==> src/tft_consts.svh <==
//********************
// Clock rate, tick divider and SPI timing defaults
// Panel reset and wake delays, window size
// Fill colour and ILI9341 command codes
//********************
`ifndef TFT_CONSTS_SVH
`define TFT_CONSTS_SVH

// System clock
`define TFT_CLK_HZ 100000000

// Sequencer state tick at 100 Hz
`define TFT_TICK_DIV (`TFT_CLK_HZ / 100)

// SPI clock is CLK / (2 * half period)
`define TFT_SPI_HALF 2

// 10 ms panel reset, 120 ms wake after sleep-out
`define TFT_RST_CYCLES (`TFT_CLK_HZ / 100)
`define TFT_WAKE_CYCLES (`TFT_CLK_HZ / 1000 * 120)

// Panel geometry in portrait mode
`define TFT_COLS 240
`define TFT_ROWS 320

// RGB565 blue
`define TFT_FILL_COLOR 16'h001F

// ILI9341 commands
`define TFT_CMD_CASET 8'h2A
`define TFT_CMD_PASET 8'h2B
`define TFT_CMD_RAMWR 8'h2C
`define TFT_CMD_SLPOUT 8'h11
`define TFT_CMD_COLMOD 8'h3A
`define TFT_COLMOD_565 8'h55
`define TFT_CMD_DISPON 8'h29

`endif

==> src/tft_pkg.sv <==
//********************
// Byte kind flag, controller power-up steps
// and fill sequencer state types
//********************
package tft_pkg;

    // Meaning of the data/command flag
    typedef enum logic {
        kind_data = 1'b0,
        kind_cmd  = 1'b1
    } byte_kind_t;

    // Power-up steps in the order the controller steps through them
    typedef enum logic [3:0] {
        step_rst_low,
        step_rst_wait,
        step_slpout,
        step_sleep_wait,
        step_colmod,
        step_colmod_data,
        step_dispon,
        step_run
    } init_step_t;

    typedef enum logic [2:0] {
        fill_idle,
        fill_wait_ready,
        fill_caset,
        fill_paset,
        fill_ramwr,
        fill_stream,
        fill_complete
    } fill_state_t;

endpackage

==> src/lcd_byte_if.sv <==
//********************
// Byte link between fill sequencer and LCD controller
//********************
`timescale 1ns/1ns

interface lcd_byte_if;
    import tft_pkg::*;

    // Client side
    logic       load;
    logic [7:0] data;
    byte_kind_t kind;

    // Server side
    logic       busy;
    logic       ready;

    modport client (
        output load,
        output data,
        output kind,
        input  busy,
        input  ready
    );

    modport server (
        input  load,
        input  data,
        input  kind,
        output busy,
        output ready
    );

endinterface

==> src/spi_byte_tx.sv <==
//********************
// SPI mode 0 byte transmitter, MSB first
// Chip select framing per byte
//********************
`timescale 1ns/1ns

module spi_byte_tx #(
    parameter int half_div = 2
) (
    input  logic       CLK_100MHz,
    input  logic       rst,
    input  logic       start,
    input  logic [7:0] byte_in,
    output logic       busy,
    output logic       sck,
    output logic       sdo,
    output logic       cs_n
);

    localparam int DW = (half_div > 1) ? $clog2(half_div) : 1;

    logic [7:0]    shreg;
    logic [2:0]    bit_cnt;
    logic [DW-1:0] div_cnt;
    logic          half_done;

    assign half_done = (div_cnt == DW'(half_div - 1));

    // Line is held low between frames
    assign sdo = cs_n ? 1'b0 : shreg[7];

    always_ff @(posedge CLK_100MHz) begin
        if (rst) begin
            busy    <= 1'b0;
            cs_n    <= 1'b1;
            sck     <= 1'b0;
            bit_cnt <= '0;
            div_cnt <= '0;
        end else if (!busy) begin
            if (start) begin
                busy    <= 1'b1;
                cs_n    <= 1'b0;
                bit_cnt <= '0;
                div_cnt <= '0;
            end
        end else if (half_done) begin
            div_cnt <= '0;
            sck     <= ~sck;
            // Falling edge closes a bit
            if (sck) begin
                bit_cnt <= bit_cnt + 3'd1;
                if (bit_cnt == 3'd7) begin
                    busy <= 1'b0;
                    cs_n <= 1'b1;
                end
            end
        end else begin
            div_cnt <= div_cnt + 1'b1;
        end
    end

    // Next bit appears on the falling edge, panel samples on the rising one
    always_ff @(posedge CLK_100MHz) begin
        if (!busy && start) begin
            shreg <= byte_in;
        end else if (busy && half_done && sck) begin
            shreg <= {shreg[6:0], 1'b0};
        end
    end

    // Caller must wait out the frame before the next byte
    a_no_start_busy: assert property (
        @(posedge CLK_100MHz) disable iff (rst)
        $rose(start) |-> !busy
    ) else $error("spi_byte_tx: start raised while busy");

endmodule

==> src/lcd_ctrl.sv <==
//********************
// ILI9341 controller with panel reset, power-up commands
// and client byte forwarding with D/C control
//********************
`timescale 1ns/1ns
`include "tft_consts.svh"

module lcd_ctrl #(
    parameter int rst_cycles  = `TFT_RST_CYCLES,
    parameter int wake_cycles = `TFT_WAKE_CYCLES
) (
    input  logic         CLK_100MHz,
    input  logic         rst,
    lcd_byte_if.server   host,
    output logic         tft_reset,
    output logic         tft_dc,
    output logic         sck,
    output logic         sdo,
    output logic         cs_n
);
    import tft_pkg::*;

    localparam int DLY_MAX = (rst_cycles > wake_cycles) ? rst_cycles : wake_cycles;
    localparam int DW      = $clog2(DLY_MAX + 1);

    init_step_t    step_q;
    init_step_t    next_step;
    logic [DW-1:0] dly_cnt;
    logic [DW-1:0] dly_end;
    logic          issued;
    logic          tx_start;
    logic [7:0]    tx_byte;
    logic          tx_busy;
    logic [7:0]    init_byte;
    byte_kind_t    init_kind;

    assign next_step = init_step_t'(step_q + 4'd1);
    assign dly_end   = (step_q == step_sleep_wait) ? DW'(wake_cycles - 1) : DW'(rst_cycles - 1);

    // Busy covers the cycle between accept and serializer start
    assign host.busy  = tx_start || tx_busy;
    assign host.ready = (step_q == step_run);

    // Power-up byte for each send step
    always_comb begin
        case (step_q)
            step_slpout:      {init_kind, init_byte} = {kind_cmd, `TFT_CMD_SLPOUT};
            step_colmod:      {init_kind, init_byte} = {kind_cmd, `TFT_CMD_COLMOD};
            step_colmod_data: {init_kind, init_byte} = {kind_data, `TFT_COLMOD_565};
            step_dispon:      {init_kind, init_byte} = {kind_cmd, `TFT_CMD_DISPON};
            default:          {init_kind, init_byte} = {kind_data, 8'h00};
        endcase
    end

    always_ff @(posedge CLK_100MHz) begin
        if (rst) begin
            step_q    <= step_rst_low;
            dly_cnt   <= '0;
            issued    <= 1'b0;
            tx_start  <= 1'b0;
            tft_reset <= 1'b0;
            tft_dc    <= 1'b0;
        end else begin
            tx_start <= 1'b0;
            case (step_q)
                step_rst_low, step_rst_wait, step_sleep_wait: begin
                    if (dly_cnt == dly_end) begin
                        dly_cnt <= '0;
                        step_q  <= next_step;
                        // Release the panel after the low phase
                        if (step_q == step_rst_low) begin
                            tft_reset <= 1'b1;
                        end
                    end else begin
                        dly_cnt <= dly_cnt + 1'b1;
                    end
                end
                step_slpout, step_colmod, step_colmod_data, step_dispon: begin
                    if (!issued) begin
                        tx_start <= 1'b1;
                        tx_byte  <= init_byte;
                        tft_dc   <= (init_kind == kind_data);
                        issued   <= 1'b1;
                    end else if (!tx_start && !tx_busy) begin
                        issued <= 1'b0;
                        step_q <= next_step;
                    end
                end
                default: begin
                    // Pass-through once ready
                    if (host.load && !host.busy) begin
                        tx_start <= 1'b1;
                        tx_byte  <= host.data;
                        tft_dc   <= (host.kind == kind_data);
                    end
                end
            endcase
        end
    end

    spi_byte_tx #(
        .half_div (`TFT_SPI_HALF)
    ) spi_byte_tx_inst (
        .CLK_100MHz (CLK_100MHz),
        .rst        (rst),
        .start      (tx_start),
        .byte_in    (tx_byte),
        .busy       (tx_busy),
        .sck        (sck),
        .sdo        (sdo),
        .cs_n       (cs_n)
    );

    // Client must not request bytes during power-up
    a_load_after_ready: assert property (
        @(posedge CLK_100MHz) disable iff (rst)
        $rose(host.load) |-> host.ready
    ) else $error("lcd_ctrl: load raised before ready");

endmodule

==> src/lcd_fill_seq.sv <==
//********************
// Fill sequencer for address window setup,
// memory write and one colour for every pixel
//********************
`timescale 1ns/1ns
`include "tft_consts.svh"

module lcd_fill_seq #(
    parameter int cols     = `TFT_COLS,
    parameter int rows     = `TFT_ROWS,
    parameter int tick_div = `TFT_TICK_DIV
) (
    input  logic        CLK_100MHz,
    input  logic        rst,
    input  logic        restart,
    lcd_byte_if.client  lcd,
    output logic        streaming
);
    import tft_pkg::*;

    localparam int          TW        = (tick_div > 1) ? $clog2(tick_div) : 1;
    localparam int          PIX_BYTES = 2 * cols * rows;
    localparam int          PW        = $clog2(PIX_BYTES + 1);
    localparam logic [15:0] COL_END   = 16'(cols - 1);
    localparam logic [15:0] ROW_END   = 16'(rows - 1);
    localparam logic [15:0] FILL      = `TFT_FILL_COLOR;

    fill_state_t   state_q;
    logic [TW-1:0] tick_cnt;
    logic          tick;
    logic [2:0]    byte_idx;
    logic [PW-1:0] pix_cnt;
    logic [15:0]   win_end;
    logic [7:0]    win_byte;
    byte_kind_t    win_kind;
    logic          bus_free;

    assign bus_free  = !lcd.busy && !lcd.load;
    assign streaming = (state_q == fill_stream) || (state_q == fill_complete);

    // Slow state tick
    always_ff @(posedge CLK_100MHz) begin
        if (rst) begin
            tick_cnt <= '0;
            tick     <= 1'b0;
        end else if (tick_cnt == TW'(tick_div - 1)) begin
            tick_cnt <= '0;
            tick     <= 1'b1;
        end else begin
            tick_cnt <= tick_cnt + 1'b1;
            tick     <= 1'b0;
        end
    end

    // CASET and PASET share one layout of cmd, start hi/lo and end hi/lo
    assign win_end = (state_q == fill_caset) ? COL_END : ROW_END;

    always_comb begin
        case (byte_idx)
            3'd0:    {win_kind, win_byte} = (state_q == fill_caset) ?
                         {kind_cmd, `TFT_CMD_CASET} : {kind_cmd, `TFT_CMD_PASET};
            3'd3:    {win_kind, win_byte} = {kind_data, win_end[15:8]};
            3'd4:    {win_kind, win_byte} = {kind_data, win_end[7:0]};
            default: {win_kind, win_byte} = {kind_data, 8'h00};
        endcase
    end

    always_ff @(posedge CLK_100MHz) begin
        if (rst) begin
            state_q  <= fill_idle;
            byte_idx <= '0;
            pix_cnt  <= '0;
            lcd.load <= 1'b0;
        end else begin
            // Drop load once the controller has taken the byte
            if (lcd.busy) begin
                lcd.load <= 1'b0;
            end
            if (tick) begin
                if (restart) begin
                    state_q <= fill_idle;
                end else begin
                    case (state_q)
                        fill_idle: begin
                            byte_idx <= '0;
                            pix_cnt  <= '0;
                            state_q  <= fill_wait_ready;
                        end
                        fill_wait_ready: begin
                            if (lcd.ready && !lcd.busy) begin
                                byte_idx <= '0;
                                state_q  <= fill_caset;
                            end
                        end
                        fill_caset, fill_paset: begin
                            if (bus_free) begin
                                if (byte_idx == 3'd5) begin
                                    byte_idx <= '0;
                                    state_q  <= (state_q == fill_caset) ? fill_paset : fill_ramwr;
                                end else begin
                                    lcd.load <= 1'b1;
                                    lcd.data <= win_byte;
                                    lcd.kind <= win_kind;
                                    byte_idx <= byte_idx + 3'd1;
                                end
                            end
                        end
                        fill_ramwr: begin
                            if (bus_free) begin
                                lcd.load <= 1'b1;
                                lcd.data <= `TFT_CMD_RAMWR;
                                lcd.kind <= kind_cmd;
                                pix_cnt  <= '0;
                                state_q  <= fill_stream;
                            end
                        end
                        fill_stream: begin
                            if (bus_free) begin
                                if (pix_cnt == PW'(PIX_BYTES)) begin
                                    state_q <= fill_complete;
                                end else begin
                                    // High byte on even counts
                                    lcd.load <= 1'b1;
                                    lcd.data <= pix_cnt[0] ? FILL[7:0] : FILL[15:8];
                                    lcd.kind <= kind_data;
                                    pix_cnt  <= pix_cnt + 1'b1;
                                end
                            end
                        end
                        fill_complete: begin
                            state_q <= fill_complete;
                        end
                        default: state_q <= fill_idle;
                    endcase
                end
            end
        end
    end

    // Load rises on an idle bus and the controller answers with busy next cycle
    a_load_handshake: assert property (
        @(posedge CLK_100MHz) disable iff (rst)
        $rose(lcd.load) |-> !lcd.busy ##1 lcd.busy
    ) else $error("lcd_fill_seq: load raised while busy or not taken by controller");

endmodule

==> src/tft_fill_top.sv <==
//********************
// Board top of the TFT fill demo
// LEDs show ready and streaming, debug pin shows busy
//********************
`timescale 1ns/1ns
`include "tft_consts.svh"

module tft_fill_top #(
    parameter int cols        = `TFT_COLS,
    parameter int rows        = `TFT_ROWS,
    parameter int tick_div    = `TFT_TICK_DIV,
    parameter int rst_cycles  = `TFT_RST_CYCLES,
    parameter int wake_cycles = `TFT_WAKE_CYCLES
) (
    input  logic       CLK_100MHz,
    input  logic       rst,
    input  logic [1:0] BUT,
    output logic [1:0] LED,
    output logic       TFT_CS,
    output logic       TFT_RESET,
    output logic       TFT_SDI,
    output logic       TFT_SCK,
    output logic       TFT_DC,
    output logic       TFT_DBG
);

    lcd_byte_if lcd_bus ();

    logic streaming;

    lcd_ctrl #(
        .rst_cycles  (rst_cycles),
        .wake_cycles (wake_cycles)
    ) lcd_ctrl_inst (
        .CLK_100MHz (CLK_100MHz),
        .rst        (rst),
        .host       (lcd_bus),
        .tft_reset  (TFT_RESET),
        .tft_dc     (TFT_DC),
        .sck        (TFT_SCK),
        .sdo        (TFT_SDI),
        .cs_n       (TFT_CS)
    );

    // BUT[0] restarts the fill
    lcd_fill_seq #(
        .cols     (cols),
        .rows     (rows),
        .tick_div (tick_div)
    ) lcd_fill_seq_inst (
        .CLK_100MHz (CLK_100MHz),
        .rst        (rst),
        .restart    (BUT[0]),
        .lcd        (lcd_bus),
        .streaming  (streaming)
    );

    assign LED     = {streaming, lcd_bus.ready};
    assign TFT_DBG = lcd_bus.busy;

endmodule

==> config.mk <==
export PLATFORM = sky130hd
export DESIGN_NAME = tft_fill_top
export DESIGN_NICKNAME = d
export VERILOG_FILES = /design/src/tft_pkg.sv /design/src/lcd_byte_if.sv /design/src/spi_byte_tx.sv /design/src/lcd_ctrl.sv /design/src/lcd_fill_seq.sv /design/src/tft_fill_top.sv
export VERILOG_INCLUDE_DIRS = /design/src /design/src/src
export SDC_FILE = /design/constraint.sdc
export NUM_CORES = 1
export LEC_CHECK = 0
export BUFFER_PORTS_ARGS = -buffer_cell sky130_fd_sc_hd__buf_2
export CAP_MARGIN = 20
export CORE_MARGIN = 1.5
export CORE_UTILIZATION = 63
export DETAILED_ROUTE_END_ITERATION = 10
export PLACE_DENSITY_LB_ADDON = 0.15
export SYNTH_ARGS = -nofsm -noshare
export SYNTH_HDL_FRONTEND = slang
export SYNTH_SLANG_ARGS = --single-unit
==> constraint.sdc <==
create_clock -name CLK_100MHz -period 5.3 [get_ports CLK_100MHz]
set_input_delay 0.53 -clock CLK_100MHz [delete_from_list [all_inputs] [get_ports CLK_100MHz]]
set_output_delay 0.53 -clock CLK_100MHz [all_outputs]
set_load 0.05 [all_outputs]
# Yosys cells after proc, flatten, opt, wreduce, memory -nomap -nowiden
# Cells that the tools add are included.
dict set report totals {
  register_bits 110
  inputBits 4
  out_inout_bits 8
}
dict set report op_classes {
  add_sub_neg 7
  eq_ne 39
  n_mux 82
  bitwise 6
  n_reduce_logical 39
}
# operator count
set op_table {}
lappend op_table {{2-to-1 mux 8 bit} 9}
lappend op_table {{2-to-1 mux 18 bit} 3}
lappend op_table {{one-hot mux 18 bit (3 select lines)} 1}
lappend op_table {{2-to-1 mux 24 bit} 2}
lappend op_table {{one-hot mux 8 bit (3 select lines)} 2}
lappend op_table {{2-to-1 mux 3 bit} 15}
lappend op_table {{2-to-1 mux 1 bit} 36}
lappend op_table {{one-hot mux 7 bit (4 select lines)} 1}
lappend op_table {{adder 24 x 1 -> 24 bit, second input constant} 1}
lappend op_table {{== test 24 bit} 1}
lappend op_table {{adder 20 x 1 -> 20 bit, second input constant} 1}
lappend op_table {{== test 20 bit, second input constant} 1}
lappend op_table {{!= test 2 x 1 -> 1 bit, second input constant} 10}
lappend op_table {{adder 18 x 1 -> 18 bit, second input constant} 1}
lappend op_table {{== test 18 bit, second input constant} 1}
lappend op_table {{== test 3 bit, second input constant} 6}
lappend op_table {{one-hot mux 3 bit (6 select lines)} 1}
lappend op_table {{== test 4 x 3 -> 1 bit, second input constant} 4}
lappend op_table {{one-hot mux 8 bit (2 select lines)} 1}
lappend op_table {{!= test 3 x 2 -> 1 bit, second input constant} 5}
lappend op_table {{2-to-1 mux 4 bit} 3}
lappend op_table {{AND reduction 4 bit} 3}
lappend op_table {{== test 3 x 2 -> 1 bit, second input constant} 3}
lappend op_table {{2-to-1 mux 9 bit} 1}
lappend op_table {{other kinds (30)} 61}

# Depth between registers and ports, before layout
dict set report depth {
  word_depth 7
  depth_mapped 10
  mapped_depth_nobuf 8
}

# Hierarchy
# A second synthesis with hierarchy kept.
dict set report unflattened {
  hier_cells 612
  hier_area_um2 5395.2
}
# module instances cells_per_inst area_per_inst_um2 seq_area_each_um2
set modules_own_cells {}
lappend modules_own_cells {lcd_fill_seq 1 314 2670.1 1161.1}
lappend modules_own_cells {lcd_ctrl 1 228 2054.5 880.8}
lappend modules_own_cells {spi_byte_tx 1 68 655.6 380.4}
lappend modules_own_cells {tft_fill_top 1 2 15.0 0.0}

# Worst setup path after synthesis
# Ideal clock, no wire load.
dict set report synth_timing {
  path_kind {register to register}
  start {reg lcd_fill_seq_inst.state_q[0]}
  end {reg lcd_fill_seq_inst.lcd.data[0], enable pin}
  setup_ps 389
  arrival_ps 1948
  t_required_ps 4911
  slack_ps 2963
  stages_incl_launch_ff 6
  period_less_slack_ps 2337
  cell_sequence {dfxtp_1 inv_1 ha_1 o21bai_1 o21ai_0 a311oi_1}
}
dict set report synth_between {
  elab_chain_len 4
}
# item line_no
set synth_rtl {}
lappend synth_rtl {{start, declared} lcd_fill_seq.sv:28} ;# fill_state_t state_q;
lappend synth_rtl {{start signal, assigned} lcd_fill_seq.sv:70} ;# state_q <= fill_idle;
lappend synth_rtl {{start signal, assigned} lcd_fill_seq.sv:81} ;# state_q <= fill_idle;
lappend synth_rtl {{start signal, assigned} lcd_fill_seq.sv:87} ;# state_q <= fill_wait_ready;
lappend synth_rtl {{== test 3 x 2 -> 1 bit} lcd_fill_seq.sv:83} ;# case (state_q)
lappend synth_rtl {{OR reduction 2 bit} lcd_fill_seq.sv:83}
lappend synth_rtl {{!= test 2 x 1 -> 1 bit (no line) (tied with other cells)} --}
lappend synth_rtl {{AND reduction 9 bit (no line) (*)} --}
lappend synth_rtl {{end signal, assigned} lcd_fill_seq.sv:102} ;# lcd.data <= win_byte;
lappend synth_rtl {{end signal, assigned} lcd_fill_seq.sv:111} ;# lcd.data <= `TFT_CMD_RAMWR;
lappend synth_rtl {{end signal, assigned} lcd_fill_seq.sv:124} ;# lcd.data <= pix_cnt[0] ? FILL[7:0] : FILL[15:8];
lappend synth_rtl {{end, declared} lcd_byte_if.sv:20} ;# output data,
# Mark *: on every way between the ends. The rest lies on a longest branch, timed or not.
# A chain may end at the register's enable or synchronous reset.

# Worst setup path in the final report
dict set report layout_timing {
  start {reg lcd_ctrl_inst.step_q[1]}
  end {reg lcd_ctrl_inst.dly_cnt[3]}
}
dict set report layout_between {
  elab_chain_len 4
}
# item line_no
set layout_rtl {}
lappend layout_rtl {{start, declared} lcd_ctrl.sv:26} ;# init_step_t step_q;
lappend layout_rtl {{start signal, assigned} lcd_ctrl.sv:57} ;# step_q <= step_rst_low;
lappend layout_rtl {{start signal, assigned} lcd_ctrl.sv:69} ;# step_q <= next_step;
lappend layout_rtl {{start signal, assigned} lcd_ctrl.sv:86} ;# step_q <= next_step;
lappend layout_rtl {{== test 4 x 2 -> 1 bit} {lcd_ctrl.sv:38, lcd_ctrl.sv:65}}
lappend layout_rtl {{2-to-1 mux 24 bit} lcd_ctrl.sv:38} ;# assign dly_end = (step_q == step_sleep_wait) ? DW'(wake_cycles - 1) : DW'(rst_cycles - 1);
lappend layout_rtl {{== test 24 bit} lcd_ctrl.sv:67} ;# if (dly_cnt == dly_end) begin
lappend layout_rtl {{2-to-1 mux 24 bit} lcd_ctrl.sv:67}
lappend layout_rtl {{end signal, assigned} lcd_ctrl.sv:75} ;# dly_cnt <= dly_cnt + 1'b1;
lappend layout_rtl {{end, declared} lcd_ctrl.sv:28} ;# logic [DW-1:0] dly_cnt;
# Several ways; a longest one is shown, not always the timed one.

==> out/results.tsv <==
metric	value	unit
min Tclk post-route	2730	ps
worst vdd ir	0.143	mV
Num Clock Sinks	109	
Core Rows	33	
core area	8220	um2
# resized after CTS	0	
layout cells sized above 1	0.0642	
Post-CTS Setup Inserts	0	
First-pass DRT Iterations	4	
register area share after synthesis	0.453	
number of flops mapped to enable cells by yosys	24	
period utilization	0.514	
Synth top area share	0.318	
dpl hpwl	7220	um
RePlAce Congestion	0.909	
initial core utilization	0.651	
WP data arrival	2960	ps
Leakage	1.99	nW
crit path max fanout	23	
Die Ht	95.2	um
Clk Latency, worst-skew pair	370	ps
status	finished clean	
Synth Instances	615	
GRT Total Usage	0.233	
Syn Area/Cell	8.70	um2
Tightest Pin Transition	853	ps
leading area contributor after synthesis	dfxtp_1	
H-tree depth	3	
power per cell area	250	nW/um2
Layout area overhead	5.47	%
Die X	95.2	um
Fillers	685	
max cap viols	0	
largest net degree at the start of global routing	28	
total vias in the final route	4172	
Hold WS	447	ps
Area after DPL	5460	um2
setup_tns	0	ps
total power	0.00141	W
RSZ-0062 raised after global routing	false	
DR WL/cell	13.6	um
final-report hold violation count	0	
I/O pins	12	
Nets	638	
Routed Antenna Nets	0	
Mapped Area	5350	um2
CTS clock-pin slew for the worst setup and hold paths	110	ps
Synth Warn #	0	
Final Setup Violations	0	
CTS Buf Count	9	
post-route design area	5640	um2
crit path max-delay cell type	a21o_1	
initial antenna violation count	0	
TritonCTS clock tree	yes	
CTS Buffer Depth	2	
clock skew	14.2	ps
Hold Crit Class	reg2reg	
crit-path leading delay family	compound AO/OA/AOI/OAI gates	
Slew HR	0.426	
1st-iter DRT viols	157	
Inst Count DP	712	
Via density	5.73	
crit path buf inv count	0	
Synth Flop Type	dfxtp_1	
wirelength, routed	9900	um
Residual DRC	0	
synth top area cells	dfxtp_1, edfxtp_1, nor2_1	
die area	9060	um2
residual overflow from global routing	0	
CP startpoint kind	register	
worst path cell trace	ha_1, nor3b_2, nand4b_1, a2111oi_4, a21o_1, nor2_1	
hold_buf cts	0	
PortBufs	10	
Critical Path Max Stage Delay	650	ps
distinct cell type count after synthesis	59	
Inserted Diodes	0	
critical path class	reg2reg	
CTS root buf	clkbuf_8	
Layout Cells excl Fill	728	
first-pass GRT wire length	16900	um
Critical Path RT	5530	ps
ys async rst share	0	
vias in the first global route	3892	
Max Slew Vio Count	0	
flops & latches, synth	109	
CP endpoint kind	register	
synthesized net count	635	
fmax	0.367	GHz
==> sequential cells by signal (all words and copies together), names as in the netlist, 4 cells and up <==
signal / cells
lcd_ctrl_inst.dly_cnt: 24
lcd_ctrl_inst.spi_byte_tx_inst.shreg: 8
lcd_ctrl_inst.step_q: 4
lcd_ctrl_inst.tx_byte: 8
lcd_fill_seq_inst.lcd.data: 7
lcd_fill_seq_inst.pix_cnt: 18
lcd_fill_seq_inst.tick_cnt: 20
==> final timing paths <==
check | slack (ps) | depth (start not counted) | from | end
min | 450 | 1 | lcd_fill_seq_inst.tick_cnt[0] | lcd_fill_seq_inst.tick_cnt[0]
max reg2reg | 2570 | 6 | lcd_ctrl_inst.step_q[1] | lcd_ctrl_inst.dly_cnt[3]
max | 2570 | 6 | lcd_ctrl_inst.step_q[1] | lcd_ctrl_inst.dly_cnt[3]
min reg2reg | 450 | 1 | lcd_fill_seq_inst.tick_cnt[0] | lcd_fill_seq_inst.tick_cnt[0]
==> stage by stage <==
stage / worst slack [ps] / util
finish: 2570 / 0.687
global route: 2330 / 0.687
CTS: 2560 / 0.687
detailed placement: 2570 / 0.665
global placement: 2590 / 0.664
floorplan: 2960 / -
==> layer usage <==
metal  track usage  vias to the layer above  wire length (um)
met2         0.411                       71              4990
met1         0.284                     1950              4450
li1              -                     2129                 -
met3        0.0502                       22               329
met5             0                        -                 0
met4        0.0634                        0               138
==> cell families after synthesis <==
group | synth area share
and+or+nand+nor | 0.261
xor gates and xnor gates | 0.0900
buffers and inverters | 0.0365
AOI/OAI and AO/OA | 0.108
DFF | 0.453
muxes | 0.0138
adders and majority gates | 0.0374
==> Yosys cell counts (3+ instances only) <==
master / count
nor2_1: 102
dfxtp_1: 85
nand2_1: 72
xnor2_1: 37
nand3_1: 32
inv_1: 26
o21ai_0: 26
a21oi_1: 25
edfxtp_1: 24
xor2_1: 18
ha_1: 16
clkbuf_1: 14
nand4_1: 13
nor4_1: 9
and2_1: 8
and3_1: 8
a211oi_1: 7
nand2b_1: 7
nor3_1: 7
nor2b_1: 6
nor4b_1: 5
or3_1: 5
mux2i_1: 4
o31a_1: 4
a22o_1: 3
and4_1: 3
buf_2: 3
nor3b_1: 3
o21a_1: 3
o31ai_1: 3
==> worst reg2reg max path, stage by stage, from the launching register on <==
cell and delay (ps):
dfxtp_1 410, ha_1 280, nor3b_2 400, nand4b_1 200
a2111oi_4 530, a21o_1 650, nor2_1 130
==> placed cells by master (no fill, tap or decap), types with 13 or more instances in the layout <==
cell      count
xor2_1       18
ha_1         16
a21oi_1      25
edfxtp_1     24
xnor2_1      37
nand4_1      13
o21ai_0      26
nand3_1      32
nor2_1      102
nand2_1      72
inv_1        26
dfxtp_1      85
==> report_power, final <==
group	switching (W)	internal, W
Sequential	0.00000890	0.000854
Combinational	0.0000465	0.0000264
Clock	0.000294	0.000180
==> final cells by class <==
| cell class | count | area (um2) | share of cell area |
|---|---|---|---|
| flip-flops and latches | 109 | 2420 | 0.429 |
| well taps | 105 | 131 | 0.0233 |
| clock buffers | 10 | 128 | 0.0226 |
| repair buffers | 13 | 70.1 | 0.0124 |
| clock inverters | 6 | 56.3 | 0.00998 |
| multi-input cells | 459 | 2740 | 0.485 |
| inverters | 26 | 97.6 | 0.0173 |
Power figures use the tool's default switching activity.
